===== config.mk =====
export PLATFORM = sky130hd
export DESIGN_NAME = wiscExec
export DESIGN_NICKNAME = d
export VERILOG_FILES = /design/src/verilog/wiscPkg.sv /design/src/verilog/instrDecode.sv /design/src/verilog/regFile.sv /design/src/verilog/barrelShift.sv /design/src/verilog/aluCore.sv /design/src/verilog/wiscExec.sv
export VERILOG_INCLUDE_DIRS = /design/src /design/src/include
export SDC_FILE = /design/constraint.sdc
export NUM_CORES = 1
export LEC_CHECK = 0
export BUFFER_PORTS_ARGS = -buffer_cell sky130_fd_sc_hd__buf_2
export CELL_PAD_IN_SITES_DETAIL_PLACEMENT = 2
export CELL_PAD_IN_SITES_GLOBAL_PLACEMENT = 2
export CORE_MARGIN = 1
export CORE_UTILIZATION = 34
export CTS_CLUSTER_SIZE = 10
export DETAILED_ROUTE_END_ITERATION = 10
export GPL_TIMING_DRIVEN = 0
export HOLD_SLACK_MARGIN = 0.15
export PLACE_DENSITY = 0.71
export SYNTH_ARGS = -nofsm -noshare
export SYNTH_HDL_FRONTEND = slang
export SYNTH_SLANG_ARGS = --single-unit

===== constraint.sdc =====
create_clock -name clk -period 4.7 [get_ports clk]
set_clock_uncertainty 0.1 [all_clocks]
set_input_delay 0.235 -clock clk [delete_from_list [all_inputs] [get_ports clk]]
set_output_delay 0.235 -clock clk [all_outputs]
set_load 0.01 [all_outputs]

===== src/include/wisc_consts.svh =====
// Data width, register count and instruction field positions for the WISC execute unit
`ifndef WISC_CONSTS_SVH
`define WISC_CONSTS_SVH

`define WISC_WIDTH      16  // Data path width
`define WISC_REGS       8   // Register file depth
`define WISC_REG_BITS   3   // Register index width
`define WISC_SHAMT_BITS 4   // Shift amount width

// Instruction word fields
`define WISC_OP_HI      15  // Major opcode
`define WISC_OP_LO      11
`define WISC_RS_HI      10  // Rs in every format
`define WISC_RS_LO      8
`define WISC_RT_HI      7   // Rt for R, Rd for I1
`define WISC_RT_LO      5
`define WISC_RD_HI      4   // Rd for R
`define WISC_RD_LO      2
`define WISC_FUNCT_HI   1   // R format function
`define WISC_FUNCT_LO   0
`define WISC_IMM5_HI    4   // I1 immediate
`define WISC_IMM8_HI    7   // I2 immediate

`endif


===== src/verilog/wiscPkg.sv =====
// Opcode, ALU operation and shift kind enums for the WISC execute unit
`default_nettype none

package wiscPkg;

    typedef enum logic [4:0] {
        OpAddi     = 5'b01000,
        OpSubi     = 5'b01001,
        OpXori     = 5'b01010,
        OpAndni    = 5'b01011,
        OpSlbi     = 5'b10010,
        OpRoli     = 5'b10100,
        OpSlli     = 5'b10101,
        OpRori     = 5'b10110,
        OpSrli     = 5'b10111,
        OpLbi      = 5'b11000,
        OpBtr      = 5'b11001,
        OpShiftReg = 5'b11010,  // Kind taken from funct
        OpArithReg = 5'b11011,  // Operation taken from funct
        OpSeq      = 5'b11100,
        OpSlt      = 5'b11101,
        OpSle      = 5'b11110,
        OpSco      = 5'b11111
    } opcode_e;

    typedef enum logic [3:0] {
        AluAdd, AluSub, AluXor, AluAndn,
        AluShift,
        AluSeq, AluSlt, AluSle, AluSco,
        AluPassB, AluSlbi, AluBtr
    } aluOp_e;

    // Encoding matches the register shift funct field
    typedef enum logic [1:0] {
        ShSll = 2'b00,
        ShSrl = 2'b01,
        ShRol = 2'b10,
        ShRor = 2'b11
    } shiftOp_e;

endpackage

`default_nettype wire


===== src/verilog/instrDecode.sv =====
// Instruction decoder giving register indices, immediate, ALU operation and strobes
`timescale 1ns/1ns
`default_nettype none
`include "wisc_consts.svh"

module instrDecode
    import wiscPkg::*;
(
    input  logic                      instrValid,
    input  logic [`WISC_WIDTH-1:0]    instr,
    output logic [`WISC_REG_BITS-1:0] rdAddrA,
    output logic [`WISC_REG_BITS-1:0] rdAddrB,
    output logic [`WISC_REG_BITS-1:0] dstReg,
    output logic [`WISC_WIDTH-1:0]    imm,
    output logic                      useImm,
    output aluOp_e                    aluOp,
    output shiftOp_e                  shiftOp,
    output logic                      opValid,
    output logic                      illegal
);

    opcode_e                   opcode;
    logic [1:0]                funct;
    logic [`WISC_IMM5_HI:0]    imm5;
    logic [`WISC_IMM8_HI:0]    imm8;
    logic [`WISC_REG_BITS-1:0] rsField;
    logic [`WISC_REG_BITS-1:0] rtField;
    logic [`WISC_REG_BITS-1:0] rdField;
    logic                      known;

    assign opcode  = opcode_e'(instr[`WISC_OP_HI:`WISC_OP_LO]);
    assign funct   = instr[`WISC_FUNCT_HI:`WISC_FUNCT_LO];
    assign imm5    = instr[`WISC_IMM5_HI:0];
    assign imm8    = instr[`WISC_IMM8_HI:0];
    assign rsField = instr[`WISC_RS_HI:`WISC_RS_LO];
    assign rtField = instr[`WISC_RT_HI:`WISC_RT_LO];
    assign rdField = instr[`WISC_RD_HI:`WISC_RD_LO];

    assign rdAddrA = rsField;  // A is always Rs
    assign rdAddrB = rtField;  // Only read for R format

    always_comb begin
        dstReg  = rdField;
        imm     = {{(`WISC_WIDTH-`WISC_IMM5_HI-1){1'b0}}, imm5};
        useImm  = 1'b0;
        aluOp   = AluAdd;
        shiftOp = ShSll;
        known   = 1'b1;
        case (opcode)
            OpAddi, OpSubi: begin
                dstReg = rtField;
                imm    = {{(`WISC_WIDTH-`WISC_IMM5_HI-1){imm5[`WISC_IMM5_HI]}}, imm5};
                useImm = 1'b1;
                aluOp  = (opcode == OpAddi) ? AluAdd : AluSub;
            end
            OpXori, OpAndni: begin
                dstReg = rtField;  // Zero extended imm5
                useImm = 1'b1;
                aluOp  = (opcode == OpXori) ? AluXor : AluAndn;
            end
            OpRoli, OpSlli, OpRori, OpSrli: begin
                dstReg = rtField;
                useImm = 1'b1;
                aluOp  = AluShift;
                case (opcode)
                    OpRoli:  shiftOp = ShRol;
                    OpSlli:  shiftOp = ShSll;
                    OpRori:  shiftOp = ShRor;
                    default: shiftOp = ShSrl;
                endcase
            end
            OpSlbi: begin
                dstReg = rsField;  // Rs is source and destination
                imm    = {{(`WISC_WIDTH-`WISC_IMM8_HI-1){1'b0}}, imm8};
                useImm = 1'b1;
                aluOp  = AluSlbi;
            end
            OpLbi: begin
                dstReg = rsField;
                imm    = {{(`WISC_WIDTH-`WISC_IMM8_HI-1){imm8[`WISC_IMM8_HI]}}, imm8};
                useImm = 1'b1;
                aluOp  = AluPassB;
            end
            OpBtr:      aluOp = AluBtr;
            OpShiftReg: begin
                aluOp   = AluShift;
                shiftOp = shiftOp_e'(funct);
            end
            OpArithReg: begin
                case (funct)
                    2'b00:   aluOp = AluAdd;
                    2'b01:   aluOp = AluSub;
                    2'b10:   aluOp = AluXor;
                    default: aluOp = AluAndn;
                endcase
            end
            OpSeq:   aluOp = AluSeq;
            OpSlt:   aluOp = AluSlt;
            OpSle:   aluOp = AluSle;
            OpSco:   aluOp = AluSco;
            default: known = 1'b0;  // NOP, jumps, branches, memory
        endcase
    end

    assign opValid = instrValid & known;
    assign illegal = instrValid & ~known;

endmodule

`default_nettype wire


===== src/verilog/regFile.sv =====
// Eight-word register file with two bypassed read ports and one write port
`timescale 1ns/1ns
`default_nettype none
`include "wisc_consts.svh"

module regFile (
    input  logic                      clk,
    input  logic                      arstN,
    input  logic [`WISC_REG_BITS-1:0] rdAddrA,
    input  logic [`WISC_REG_BITS-1:0] rdAddrB,
    output logic [`WISC_WIDTH-1:0]    rdDataA,
    output logic [`WISC_WIDTH-1:0]    rdDataB,
    input  logic                      wrEn,
    input  logic [`WISC_REG_BITS-1:0] wrAddr,
    input  logic [`WISC_WIDTH-1:0]    wrData
);

    logic [`WISC_WIDTH-1:0] regs [`WISC_REGS];
    logic                   hitA;
    logic                   hitB;

    // Registers read zero after reset
    always_ff @(posedge clk or negedge arstN) begin
        if (!arstN) begin
            for (int i = 0; i < `WISC_REGS; i++) begin
                regs[i] <= '0;
            end
        end else if (wrEn) begin
            regs[wrAddr] <= wrData;
        end
    end

    // Forward the result still waiting to be written
    assign hitA = wrEn && (wrAddr == rdAddrA);
    assign hitB = wrEn && (wrAddr == rdAddrB);

    assign rdDataA = hitA ? wrData : regs[rdAddrA];
    assign rdDataB = hitB ? wrData : regs[rdAddrB];

endmodule

`default_nettype wire


===== src/verilog/barrelShift.sv =====
// Four-stage logarithmic shifter for logical shifts and rotates
`timescale 1ns/1ns
`default_nettype none
`include "wisc_consts.svh"

module barrelShift
    import wiscPkg::*;
(
    input  logic [`WISC_WIDTH-1:0]      dataIn,
    input  logic [`WISC_SHAMT_BITS-1:0] shamt,
    input  shiftOp_e                    shiftOp,
    output logic [`WISC_WIDTH-1:0]      dataOut
);

    localparam int W = `WISC_WIDTH;

    logic [W-1:0] stage [`WISC_SHAMT_BITS+1];
    logic         isLeft;
    logic         isRot;

    assign isLeft = (shiftOp == ShSll) || (shiftOp == ShRol);
    assign isRot  = (shiftOp == ShRol) || (shiftOp == ShRor);

    assign stage[0] = dataIn;

    for (genvar i = 0; i < `WISC_SHAMT_BITS; i++) begin : gStage
        localparam int N = 1 << i;  // 1, 2, 4, 8

        logic [N-1:0] fillL;
        logic [N-1:0] fillR;

        assign fillL = {N{isRot}} & stage[i][W-1 -: N];  // Wrapped top bits
        assign fillR = {N{isRot}} & stage[i][N-1:0];     // Wrapped low bits

        assign stage[i+1] = !shamt[i] ? stage[i] :
                            isLeft    ? {stage[i][W-N-1:0], fillL} :
                                        {fillR, stage[i][W-1:N]};
    end

    assign dataOut = stage[`WISC_SHAMT_BITS];

endmodule

`default_nettype wire


===== src/verilog/aluCore.sv =====
// ALU with operand select, arithmetic, logic, compare, byte, bit reverse and result register
`timescale 1ns/1ns
`default_nettype none
`include "wisc_consts.svh"

module aluCore
    import wiscPkg::*;
(
    input  logic                      clk,
    input  logic                      arstN,
    input  logic                      opValid,
    input  logic                      illegal,
    input  aluOp_e                    aluOp,
    input  shiftOp_e                  shiftOp,
    input  logic                      useImm,
    input  logic [`WISC_WIDTH-1:0]    imm,
    input  logic [`WISC_REG_BITS-1:0] dstReg,
    input  logic [`WISC_WIDTH-1:0]    srcA,
    input  logic [`WISC_WIDTH-1:0]    srcB,
    output logic                      resultValid,
    output logic                      illegalInstr,
    output logic [`WISC_REG_BITS-1:0] resultReg,
    output logic [`WISC_WIDTH-1:0]    resultData
);

    logic [`WISC_WIDTH-1:0] opB;
    logic [`WISC_WIDTH:0]   sumWide;  // Carry in the top bit
    logic [`WISC_WIDTH-1:0] diff;
    logic [`WISC_WIDTH-1:0] shifted;
    logic [`WISC_WIDTH-1:0] bitRev;
    logic                   condBit;
    logic                   isCond;
    logic [`WISC_WIDTH-1:0] aluResult;

    assign opB     = useImm ? imm : srcB;
    assign sumWide = {1'b0, srcA} + {1'b0, opB};
    assign diff    = opB - srcA;    // B minus A
    assign bitRev  = {<<{srcA}};

    barrelShift shifter (
        .dataIn  (srcA),
        .shamt   (opB[`WISC_SHAMT_BITS-1:0]),
        .shiftOp (shiftOp),
        .dataOut (shifted)
    );

    always_comb begin
        condBit   = 1'b0;
        isCond    = 1'b0;
        aluResult = sumWide[`WISC_WIDTH-1:0];
        case (aluOp)
            AluAdd:   aluResult = sumWide[`WISC_WIDTH-1:0];
            AluSub:   aluResult = diff;
            AluXor:   aluResult = srcA ^ opB;
            AluAndn:  aluResult = srcA & ~opB;
            AluShift: aluResult = shifted;
            AluPassB: aluResult = opB;                    // LBI
            AluSlbi:  aluResult = (srcA << 8) | opB;
            AluBtr:   aluResult = bitRev;
            AluSeq: begin
                isCond  = 1'b1;
                condBit = (srcA == opB);
            end
            AluSlt: begin
                isCond  = 1'b1;
                condBit = $signed(srcA) < $signed(opB);
            end
            AluSle: begin
                isCond  = 1'b1;
                condBit = $signed(srcA) <= $signed(opB);
            end
            AluSco: begin
                isCond  = 1'b1;
                condBit = sumWide[`WISC_WIDTH];           // Carry out of A plus B
            end
            default: aluResult = '0;
        endcase
        if (isCond) begin
            aluResult = {{(`WISC_WIDTH-1){1'b0}}, condBit};
        end
    end

    always_ff @(posedge clk or negedge arstN) begin
        if (!arstN) begin
            resultValid  <= 1'b0;
            illegalInstr <= 1'b0;
        end else begin
            resultValid  <= opValid;
            illegalInstr <= illegal;
        end
    end

    // Result payload, only loaded on a valid strobe
    always_ff @(posedge clk) begin
        if (opValid) begin
            resultReg  <= dstReg;
            resultData <= aluResult;
        end
    end

endmodule

`default_nettype wire


===== src/verilog/wiscExec.sv =====
// Execute subsystem top level joining decoder, register file and ALU
`timescale 1ns/1ns
`default_nettype none
`include "wisc_consts.svh"

module wiscExec
    import wiscPkg::*;
(
    input  logic                      clk,
    input  logic                      arstN,
    input  logic                      instrValid,
    input  logic [`WISC_WIDTH-1:0]    instr,
    output logic                      resultValid,
    output logic                      illegalInstr,
    output logic [`WISC_REG_BITS-1:0] resultReg,
    output logic [`WISC_WIDTH-1:0]    resultData
);

    logic [`WISC_REG_BITS-1:0] rdAddrA;
    logic [`WISC_REG_BITS-1:0] rdAddrB;
    logic [`WISC_REG_BITS-1:0] dstReg;
    logic [`WISC_WIDTH-1:0]    imm;
    logic                      useImm;
    aluOp_e                    aluOp;
    shiftOp_e                  shiftOp;
    logic                      opValid;
    logic                      illegal;
    logic [`WISC_WIDTH-1:0]    rdDataA;
    logic [`WISC_WIDTH-1:0]    rdDataB;

    instrDecode decode (
        .instrValid (instrValid),
        .instr      (instr),
        .rdAddrA    (rdAddrA),
        .rdAddrB    (rdAddrB),
        .dstReg     (dstReg),
        .imm        (imm),
        .useImm     (useImm),
        .aluOp      (aluOp),
        .shiftOp    (shiftOp),
        .opValid    (opValid),
        .illegal    (illegal)
    );

    // Write port fed back from the registered ALU result
    regFile regs (
        .clk     (clk),
        .arstN   (arstN),
        .rdAddrA (rdAddrA),
        .rdAddrB (rdAddrB),
        .rdDataA (rdDataA),
        .rdDataB (rdDataB),
        .wrEn    (resultValid),
        .wrAddr  (resultReg),
        .wrData  (resultData)
    );

    aluCore alu (
        .clk          (clk),
        .arstN        (arstN),
        .opValid      (opValid),
        .illegal      (illegal),
        .aluOp        (aluOp),
        .shiftOp      (shiftOp),
        .useImm       (useImm),
        .imm          (imm),
        .dstReg       (dstReg),
        .srcA         (rdDataA),
        .srcB         (rdDataB),
        .resultValid  (resultValid),
        .illegalInstr (illegalInstr),
        .resultReg    (resultReg),
        .resultData   (resultData)
    );

endmodule

`default_nettype wire


==> results of run 1 <==
[state kept, by name (all words and copies together) (netlist names)]
name and flops:
alu.illegalInstr 1, alu.resultData 16, alu.resultReg 3, alu.resultValid 1, regs.regs 128
[critical path: cells and delay by family, from the launching register on]
family / cells / cell delay [ns]
AND/OR/NAND/NOR: 4 / 0.40
adder cells (fa/ha/maj): 2 / 0.67
flip-flops: 1 / 0.42
AO/OA/AOI/OAI: 6 / 1.68
buffers and inverters: 1 / 0.19
multiplexers: 2 / 0.87
XOR/XNOR: 1 / 0.14
[cells in the final DEF, fill, tap and decap left out, types with 11 or more instances in the layout]
cell type / count
mux2i_1: 31
clkbuf_1: 43
buf_2: 53
a21oi_1: 67
o21bai_1: 13
nor3_1: 22
mux2_2: 139
o22ai_1: 15
inv_1: 39
nor2b_1: 16
a31oi_1: 12
mux4_2: 59
o21ai_0: 44
ha_1: 36
and3_1: 15
edfxtp_1: 19
nor2_1: 78
a221o_1: 11
buf_4: 57
clkbuf_16: 17
nand2_1: 70
o21ai_1: 16
buf_6: 13
nand3_1: 41
dfrtp_1: 130
o211ai_1: 23
[metrics by stage]
stage,setup TNS (ns),utilization,cell area (um2)
after floorplan,0,-,13000
final,-0.166,0.416,15700
after detailed placement,-15.20,0.368,13900
after CTS,-0.0832,0.400,15100
after global placement,-14.51,0.366,13800
after global routing,-0.399,0.416,15700
[power by group]
group / switching, mW / total, mW / internal [mW]
combinational: 4.19 / 7.03 / 2.84
clock: 0.571 / 1.58 / 1.01
sequential: 0.564 / 2.48 / 1.91
total: 5.33 / 11.1 / 5.76
[metal layers]
layer	vias up	wire length, um
li1	5142	-
met1	6495	25600
met2	535	30600
met3	165	3370
met4	2	3060
met5	-	9
[cell type report]
class | count | area, um2
plain buffers | 104 | 666
clock buffers | 19 | 443
clock inverters | 13 | 228
fillers | 4015 | 22000
inverters | 49 | 199
multi-input cells | 977 | 8990
flip-flops and latches | 149 | 3820
well taps | 511 | 639
repair buffers | 95 | 697
[worst paths after layout]
kind	from	to	slack, ns	cells past startpoint
worst max-delay path	regs.regs[32]$_DFFE_PN0P_	alu.resultData[14]$_SDFFCE_PP0P_	-0.07	16
worst min-delay path	arstN	regs.regs[17]$_DFFE_PN0P_	0.25	2
worst max register to register	regs.regs[32]$_DFFE_PN0P_	alu.resultData[14]$_SDFFCE_PP0P_	-0.07	16
worst min register to register	regs.regs[42]$_DFFE_PN0P_	regs.regs[42]$_DFFE_PN0P_	0.40	2
max in group asynchronous	arstN	regs.regs[10]$_DFFE_PN0P_	3.48	3
min in group clk	instr[14]	alu.illegalInstr$_DFF_PN0_	0.34	4
[timing repair]
item / CTS / global route
hold endpoints to repair: 69 / 0
resized for setup: 92 / 81
hold buffers: 5 / 0
endpoints found under the setup margin: 16 / 12
pin swaps: 17 / 28
setup buffers: 19 / 36
[kinds of logic (layout without fill, tap and decap cells)]
| kind of cell | after synthesis | after routing | synth area share |
|---|---|---|---|
| flops | 149 | 149 | 0.294 |
| simple gates | 324 | 324 | 0.129 |
| fa+ha+maj | 50 | 50 | 0.0493 |
| xor+xnor | 12 | 12 | 0.00867 |
| mux | 251 | 251 | 0.280 |
| compound gates | 340 | 340 | 0.182 |
| buf+inv | 160 | 280 | 0.0570 |
==> flow_summary.toml, run 1 <==
[clock_network]
path_clk_slew_ns = 0.06
cts_max_path_buffers = 2
cts-buffers-inserted = 17
worst_skew_pair.late_latency_ns = 0.44
tritoncts_clock_tree = "yes"
clock-sinks = 149
h-tree-depth = 4
root_driver = "clkbuf_16"

[synth]
yosysUniqueCellTypes = 103
synth_top_flop_cell = "dfrtp_1"
postSynthRegisterBits = 149
async_flop_share = 0.872
synth.top_cells.by_count = "mux2_2, dfrtp_1, nor2_1, a21oi_1, nand2_1"
seq_area_frac_synth = 0.294
mappedNetlistNets = 1355
avg_synthesized_cell_area_um2 = 10.1
synth_area_um2 = 13000
yosysWarningCount = 0
post-synth-top-count-cell = "mux2_2"
syn_inst = 1286
yosys.area.top_type_share = 0.250
yosys-top-cells-area = "dfrtp_1, mux2_2, mux4_2"
synth_enable_flop_cells = 19
synthDominantAreaCellType = "dfrtp_1"

[detailed_routing]
postRouteWirelength_um = 62700
detail-route-antenna-nets = 0
firstDrtPassIters = 5
initialDrtViolationCount = 1178
post_drt_wl_per_cell_um = 32.7
route.detailed.drc = 0
detail_route.vias_per_cell = 6.44
number_of_vias_in_the_routed_layout = 12300

[floorplanning]
fp.coreArea_um2 = 37700
initial_core_util = 0.345
ios = 40
floorplan_die_height_um = 197
die_area_um2 = 39000
row_count = 71
fp.dieW_um = 197

[job]
drv_cap = 0

[place]
place_inst = 1833
dp.final_hpwl_um = 44500
routabilityCongestion = 0.933
placement.io_buffers = 34
preCtsSetupSlack_ns = -1.64

[worst_setup_path]
timing.critical_path.slowest_stage_cell = "mux4_2"
critPathCaptureType = "flip-flop"
critPathMaxFanout = 11
worst_setup_path_start_kind = "flip-flop"
timing.critical_path.arrival_ns = 4.82
crit_path_max_incr_delay_ns = 0.53
critical_path.cell_chain = "mux4_2, mux2_4, o211ai_4, nand2_4, buf_6, ha_2, fa_2, a21o_1, a311oi_4, nor2_2, a211oi_2, nor2_2, xnor2_1, nor2_1, a211oi_2, a31oi_2"
worst-setup-path-type = "flip-flop to flip-flop"
critical_path_required_ns = 4.75

[timing]
hold_ws_ns = 0.249
hold_viol_final = 0
grt_setup_unrepaired = "yes"
achievable-frequency_mhz = 210
worst_slew_margin_rel = 0.0989
timing_max_transition_violations_final = 0
finalSetupViolCount = 3
setup_ws_ns = -0.0692
layout_worst_path_cycle_share = 1.01
tightest_slew_ns = 1.34
timing.final.crit_period_ns = 4.77

[global_route]
overflow = 0
grt_max_degree = 67
grt_util_met1 = 0.403
grt_most_used_layer = "met2"
global_route.usage.met3 = 0.0382
globalRouteMet2Util = 0.531
grt_antenna_before_repair = 3
global_route.usage.total = 0.314
vias_in_the_first_global_route = 12700
grt_first_pass_wirelength_um = 89100

[min_path]
holdCritPathClass = "primary input to asynchronous set/reset pin"

[final_layout]
finish.cell_count_without_fillers = 1917
fin_nets = 1462
syn_to_final_growth_pct = 20.7
insertedDiodeCount = 0
final_layout_size_suffix_gt1_frac = 0.353

[power_and_ir_drop]
p_total_mw = 11.1
power.static_leakage_nw = 6.38
cellPowerDensity_nw_per_um2 = 707
power.ir.vdd_worst_uv = 301

[status]
outcome = "complete, but fails checks"
failing_checks = "negative setup slack"
No activity file was read; power rests on OpenSTA's default activity.
==> run 2: changes to the inputs <==
Settings changed: CELL_PAD_IN_SITES_DETAIL_PLACEMENT 2 to unset, CELL_PAD_IN_SITES_GLOBAL_PLACEMENT 2 to unset, PLACE_DENSITY 0.71 to 0.52.
==> run 2 against run 1 <==
  * The flow now finishes without violations
  * Power shrank 9.4%
  * Register-to-register slack better by 0.08 ns
  * Clock-buffer cell count up 2
  * Critical endpoint is now alu.resultData[0]$_DFFE_PP_
  * Highest routed layer is now met4
==> flow_summary.toml, run 2 (same netlist as run 1, synthesis figures left out) <==
[status]
outcome = "finished clean"

[global_route]
overflow = 0
grt_first_pass_wirelength_um = 77400
grt_antenna_before_repair = 1
vias_in_the_first_global_route = 11500
grt_max_degree = 75
global_route.usage.total = 0.273

[clock_network]
cts-buffers-inserted = 17
tritoncts_clock_tree = "yes"
root_driver = "clkbuf_16"
h-tree-depth = 4
cts_max_path_buffers = 2
clock-sinks = 149
path_clk_slew_ns = 0.07
worst_skew_pair.late_latency_ns = 0.45

[floorplanning]
row_count = 71
fp.dieW_um = 197
floorplan_die_height_um = 197
initial_core_util = 0.345
fp.coreArea_um2 = 37700
die_area_um2 = 39000
ios = 40

[power_and_ir_drop]
p_seq_frac = 0.236
power.internal_mw = 5.31
swShare = 0.471
switching_component_of_the_power_mw = 4.73
power.ir.vdd_worst_uv = 309
cellPowerDensity_nw_per_um2 = 665
clockPowerShare = 0.134
power.static_leakage_nw = 6.16
comb_power_share = 0.630

[job]
drv_cap = 0

[timing]
achievable-frequency_mhz = 213
setup_ws_ns = 0.0117
worst_slew_margin_rel = 0.118
tightest_slew_ns = 1.31
timing.final.crit_period_ns = 4.69
fin_setup_tns_ns = 0
layout_worst_path_cycle_share = 0.998
finalSetupViolCount = 0
grt_setup_unrepaired = "yes"
hold_ws_ns = 0.283
timing_max_transition_violations_final = 0
hold_viol_final = 0

[place]
preCtsSetupSlack_ns = -1.39
routabilityCongestion = 1.00
detailed_place.area_um2 = 13900
dp.final_hpwl_um = 39200
placement.io_buffers = 34
place_inst = 1834

[final_layout]
layout_common_cells = "mux2_2, dfrtp_1, nor2_1, nand2_1, a21oi_1"
n_fill_cell = 3841
fin_nets = 1434
finish.cell_count_without_fillers = 1889
ff_latch_area_um2 = 3820
reg.largest.list = "regs.regs (128), alu.resultData (16), alu.resultReg (3)"
insertedDiodeCount = 0
layout.cells.most_common = "mux2_2"
syn_to_final_growth_pct = 16.2
top_register = "regs.regs"
final_layout_size_suffix_gt1_frac = 0.325
finish.instance_area_um2 = 15100
largest_reg_flops = 128
multi_input_area_um2 = 8780

[worst_setup_path]
critPathMaxFanout = 11
timing.critical_path.arrival_ns = 4.76
worst-setup-path-type = "flip-flop to flip-flop"
worst_setup_path_start_kind = "flip-flop"
critPathCaptureType = "flip-flop"
critical_path_required_ns = 4.77

[detailed_routing]
detail-route-antenna-nets = 0
post_drt_wl_per_cell_um = 27.9
firstDrtPassIters = 5
detail_route.vias_per_cell = 6.19
postRouteWirelength_um = 52700
initialDrtViolationCount = 1090
number_of_vias_in_the_routed_layout = 11700
route.detailed.drc = 0

[min_path]
holdCritPathClass = "primary input to asynchronous set/reset pin"
## run 2: area by class of cell
cell class / count / area share
plain buffers: 102 / 0.0393
clock buffers: 21 / 0.0326
clock inverters: 11 / 0.00588
inverters: 49 / 0.0129
multi-input cells: 977 / 0.581
flip-flops and latches: 149 / 0.253
well taps: 511 / 0.0423
repair buffers: 69 / 0.0324
## run 2: through the flow
| step | utilization | power (mW) |
|---|---|---|
| 2_1_floorplan | - | 6.11 |
| 3_3_place_gp | 0.366 | 7.94 |
| 3_5_place_dp | 0.368 | 7.95 |
| 4_1_cts | 0.392 | 9.63 |
| 5_1_grt | 0.401 | 10.5 |
| 6_report | 0.401 | 10.0 |
## run 2: routing by layer
metal  vias to the layer above  wire length [um]  global-route usage
met5                         -                 0                   0
met4                         0              1920               0.102
met3                       115              2920              0.0362
met2                       459             25400               0.455
met1                      6034             22500               0.359
li1                       5088                 -                   -
## run 2: final timing paths
check,start,endpoint,slack (ns),depth (start not counted)
worst min-delay path,arstN,alu.illegalInstr$_DFF_PN0_,0.28,2
worst max-delay path,regs.regs[0]$_DFFE_PN0P_,alu.resultData[0]$_DFFE_PP_,0.01,15
max in group asynchronous,arstN,regs.regs[108]$_DFFE_PN0P_,3.47,3
min in group clk,instr[14],alu.illegalInstr$_DFF_PN0_,0.30,4
worst min register to register,regs.regs[42]$_DFFE_PN0P_,regs.regs[42]$_DFFE_PN0P_,0.41,2
worst max register to register,regs.regs[0]$_DFFE_PN0P_,alu.resultData[0]$_DFFE_PP_,0.01,15
## run 2: what timing repair did
item                                    CTS  global route
resized for setup                        54            66
pin swaps                                 8            17
hold buffers                              5             0
buffers inserted                         14            13
endpoints found under the setup margin   14            11
hold endpoints to repair                 78             0
## run 2: worst max-delay path: stages (launching register included)
cell and delay [ns]:
dfrtp_1 0.40, mux4_2 0.47, mux2_2 0.34, o211ai_4 0.22, nand2_2 0.12, buf_4 0.23, ha_2 0.24, fa_2 0.42
a21o_1 0.24, a311oi_4 0.40, nor2_2 0.13, a211oi_1 0.23, nor2_1 0.12, a21oi_1 0.27, o2bb2ai_1 0.11, o32a_1 0.39
## run 2: power by group through the flow
stage,combinational (mW),clock (mW),sequential [mW]
after floorplan,3.90,0,2.21
after global placement,5.59,0,2.35
after detailed placement,5.59,0,2.36
after CTS,5.92,1.37,2.35
after global routing,6.68,1.42,2.45
final,6.33,1.35,2.37
==> run 3: changes to the inputs <==
Settings changed: BUFFER_PORTS_ARGS -buffer_cell sky130_fd_sc_hd__buf_2 to unset, CELL_PAD_IN_SITES_DETAIL_PLACEMENT set to 0, CELL_PAD_IN_SITES_GLOBAL_PLACEMENT set to 2, DONT_BUFFER_PORTS set to 1, PLACE_DENSITY 0.52 to 0.69, SYNTH_HIERARCHICAL set to 1.
==> run 3 against run 2 <==
  * Synthesized area is 7.9% higher
  * Sequential share of layout area is 1.4 points lower
  * Clock power is 16% higher
  * Clock-buffer cell count stayed put
  * Worst setup slack better by 0.12 ns
  * Final cell count is 1.3% higher
  * Synthesized cell count is 2.7% higher
  * Power is 9.9% higher
  * Global-route usage is 2.7 points lower
  * Critical endpoint is now alu/resultData[9]$_SDFFCE_PP0P_
==> flow_summary.toml, run 3 <==
[synth]
synth_area_um2 = 14000
synth_top_flop_cell = "dfrtp_1"
yosysWarningCount = 6
avg_synthesized_cell_area_um2 = 10.6
yosys.area.top_type_share = 0.232
mappedNetlistNets = 1391
yosysUniqueCellTypes = 96
synthDominantAreaCellType = "dfrtp_1"
async_flop_share = 0.872
synth.top_cells.by_count = "mux2_2, dfrtp_1, nor2_1, mux4_1, a21oi_1"
syn_inst = 1321
yosys-top-cells-area = "dfrtp_1, mux2_2, mux4_1"
postSynthRegisterBits = 149
synth_enable_flop_cells = 19
seq_area_frac_synth = 0.273
post-synth-top-count-cell = "mux2_2"

[final_layout]
largest_reg_flops = 128
ff_latch_area_um2 = 3820
syn_to_final_growth_pct = 14.1
layout.cells.most_common = "mux2_2"
n_fill_cell = 4007
insertedDiodeCount = 0
top_register = "regs/regs"
finish.cell_count_without_fillers = 1914
fin_nets = 1439
final_layout_size_suffix_gt1_frac = 0.321
layout_common_cells = "mux2_2, dfrtp_1, nor2_1, a21oi_1, mux4_1"
reg.largest.list = "regs/regs (128), alu/resultData (16), alu/resultReg (3)"
multi_input_area_um2 = 9470

[place]
dp.final_hpwl_um = 37300
placement.io_buffers = 0
preCtsSetupSlack_ns = -1.69
routabilityCongestion = 0.915
place_inst = 1854

[detailed_routing]
postRouteWirelength_um = 51100
number_of_vias_in_the_routed_layout = 11700
initialDrtViolationCount = 980
detail_route.vias_per_cell = 6.12
route.detailed.drc = 0
post_drt_wl_per_cell_um = 26.7
firstDrtPassIters = 8
detail-route-antenna-nets = 0

[global_route]
overflow = 0
global_route.usage.total = 0.246
grt_antenna_before_repair = 0
grt_max_degree = 131
vias_in_the_first_global_route = 11700
grt_first_pass_wirelength_um = 76600

[worst_setup_path]
critical_path_required_ns = 4.74
timing.critical_path.arrival_ns = 4.62
timing.critical_path.slowest_stage_cell = "mux4_2"
critical_path.cell_chain = "mux4_2, mux2_4, mux2_4, mux2i_4, inv_2, buf_6, buf_6, buf_6, mux2i_1, o21ai_0, a211o_1, a32o_1, a32oi_1, nor2_1, nor4_1, a21oi_1"
worst_setup_path_start_kind = "flip-flop"
worst-setup-path-type = "flip-flop to flip-flop"
path_common_cell = "buf_6"
worst_path_dominant_cell_family = "multiplexers"
reg2reg_setup_slack_ns = 0.13
crit_buf_inv = 4
crit_path_max_incr_delay_ns = 0.47
critPathCaptureType = "flip-flop"
critPathMaxFanout = 10

[clock_network]
root_driver = "clkbuf_16"
worst_skew_pair.late_latency_ns = 0.44
cts-buffers-inserted = 17
tritoncts_clock_tree = "yes"
clock-sinks = 149
cts_max_path_buffers = 2
h-tree-depth = 4
path_clk_slew_ns = 0.07

[timing]
timing.final.crit_period_ns = 4.57
timing_max_transition_violations_final = 0
achievable-frequency_mhz = 219
finalSetupViolCount = 0
hold_viol_final = 0
worst_slew_margin_rel = 0.151
setup_ws_ns = 0.127
layout_worst_path_cycle_share = 0.973
tightest_slew_ns = 1.24
fin_setup_tns_ns = 0

[floorplanning]
row_count = 74
fp.coreArea_um2 = 40700
die_area_um2 = 42000
fp.dieW_um = 205
initial_core_util = 0.344
floorplan_die_height_um = 205
ios = 40

[job]
drv_cap = 0

[power_and_ir_drop]
power.ir.vdd_worst_uv = 194
cellPowerDensity_nw_per_um2 = 690
power.static_leakage_nw = 6.68

[min_path]
holdCritPathClass = "primary input to flip-flop"

[status]
outcome = "finished clean"
[run 3: changes by cell type after synthesis, sizes merged, moves of 10 or more]
cell,delta
nor2,-12
nand3,-25
nand2b,+13
o21bai,-10
o21ai,-19
a211oi,+12
o211ai,-18
inv,+14
clkbuf,-29
nand2,-20
mux2i,+19
buf,+53
mux2,+65
[run 3: worst min-delay path, stage by stage]
cell and delay, ns:
buf_6 0.11, o21ai_0 0.13, a21boi_2 0.16
[run 3: cell type report]
class                   count  area share
multi-input cells         978       0.592
plain buffers             132      0.0531
repair buffers             31      0.0177
inverters                  60      0.0143
flip-flops and latches    149       0.239
well taps                 532      0.0416
clock inverters            11      0.0121
clock buffers              21      0.0301
[run 3: logic make-up (layout without fill, tap and decap cells)]
logic type	Yosys count	count (layout)	share of synthesized area
mux	341	341	0.345
compound gates	301	301	0.152
simple gates	275	275	0.103
buf+inv	194	255	0.0731
flops	149	149	0.273
fa+ha+maj	51	51	0.0466
xor+xnor	10	10	0.00678
[run 3: timing repair]
item / 4_1_cts / 5_1_grt
endpoints found under the hold margin: 139 / 0
hold buffers: 10 / 0
setup buffers: 7 / 13
setup endpoints to repair: 16 / 12
pin swaps: 8 / 16
gates resized for setup: 37 / 70
[run 3: worst paths after layout]
check	from	end	cells after the start
max	regs/regs[112]$_DFFE_PN0P_	alu/resultData[9]$_SDFFCE_PP0P_	16
min	instr[15]	alu/resultValid$_DFF_PN0_	3
max reg2reg	regs/regs[112]$_DFFE_PN0P_	alu/resultData[9]$_SDFFCE_PP0P_	16
min reg2reg	regs/regs[127]$_DFFE_PN0P_	regs/regs[127]$_DFFE_PN0P_	1
max in group asynchronous	arstN	alu/resultValid$_DFF_PN0_	2
min in group asynchronous	arstN	regs/regs[71]$_DFFE_PN0P_	2
[run 3: metrics by stage]
| stage | area [um2] | utilization | hold WS, ns | total power, mW |
|---|---|---|---|---|
| floorplan | 14000 | - | -0.161 | 6.86 |
| CTS | 15700 | 0.385 | 0.165 | 10.7 |
| detailed placement | 14700 | 0.361 | -0.153 | 8.90 |
| global route | 16000 | 0.393 | 0.184 | 11.7 |
| global placement | 14700 | 0.360 | -0.152 | 8.87 |
| finish | 16000 | 0.393 | 0.191 | 11.0 |
[run 3: power by group]
| group | switching, mW | internal (mW) | total [mW] |
|---|---|---|---|
| Combinational | 4.17 | 2.97 | 7.14 |
| Sequential | 0.406 | 1.92 | 2.32 |
| Clock | 0.570 | 1.00 | 1.57 |
[run 3: per-layer routing]
metal | GRT usage | part of all wire | vias to the layer above
li1 | - | - | 5198
met1 | 0.341 | 0.45 | 5992
met2 | 0.387 | 0.45 | 437
met3 | 0.0444 | 0.067 | 87
met4 | 0.0751 | 0.027 | 0
met5 | 0 | 0 | -
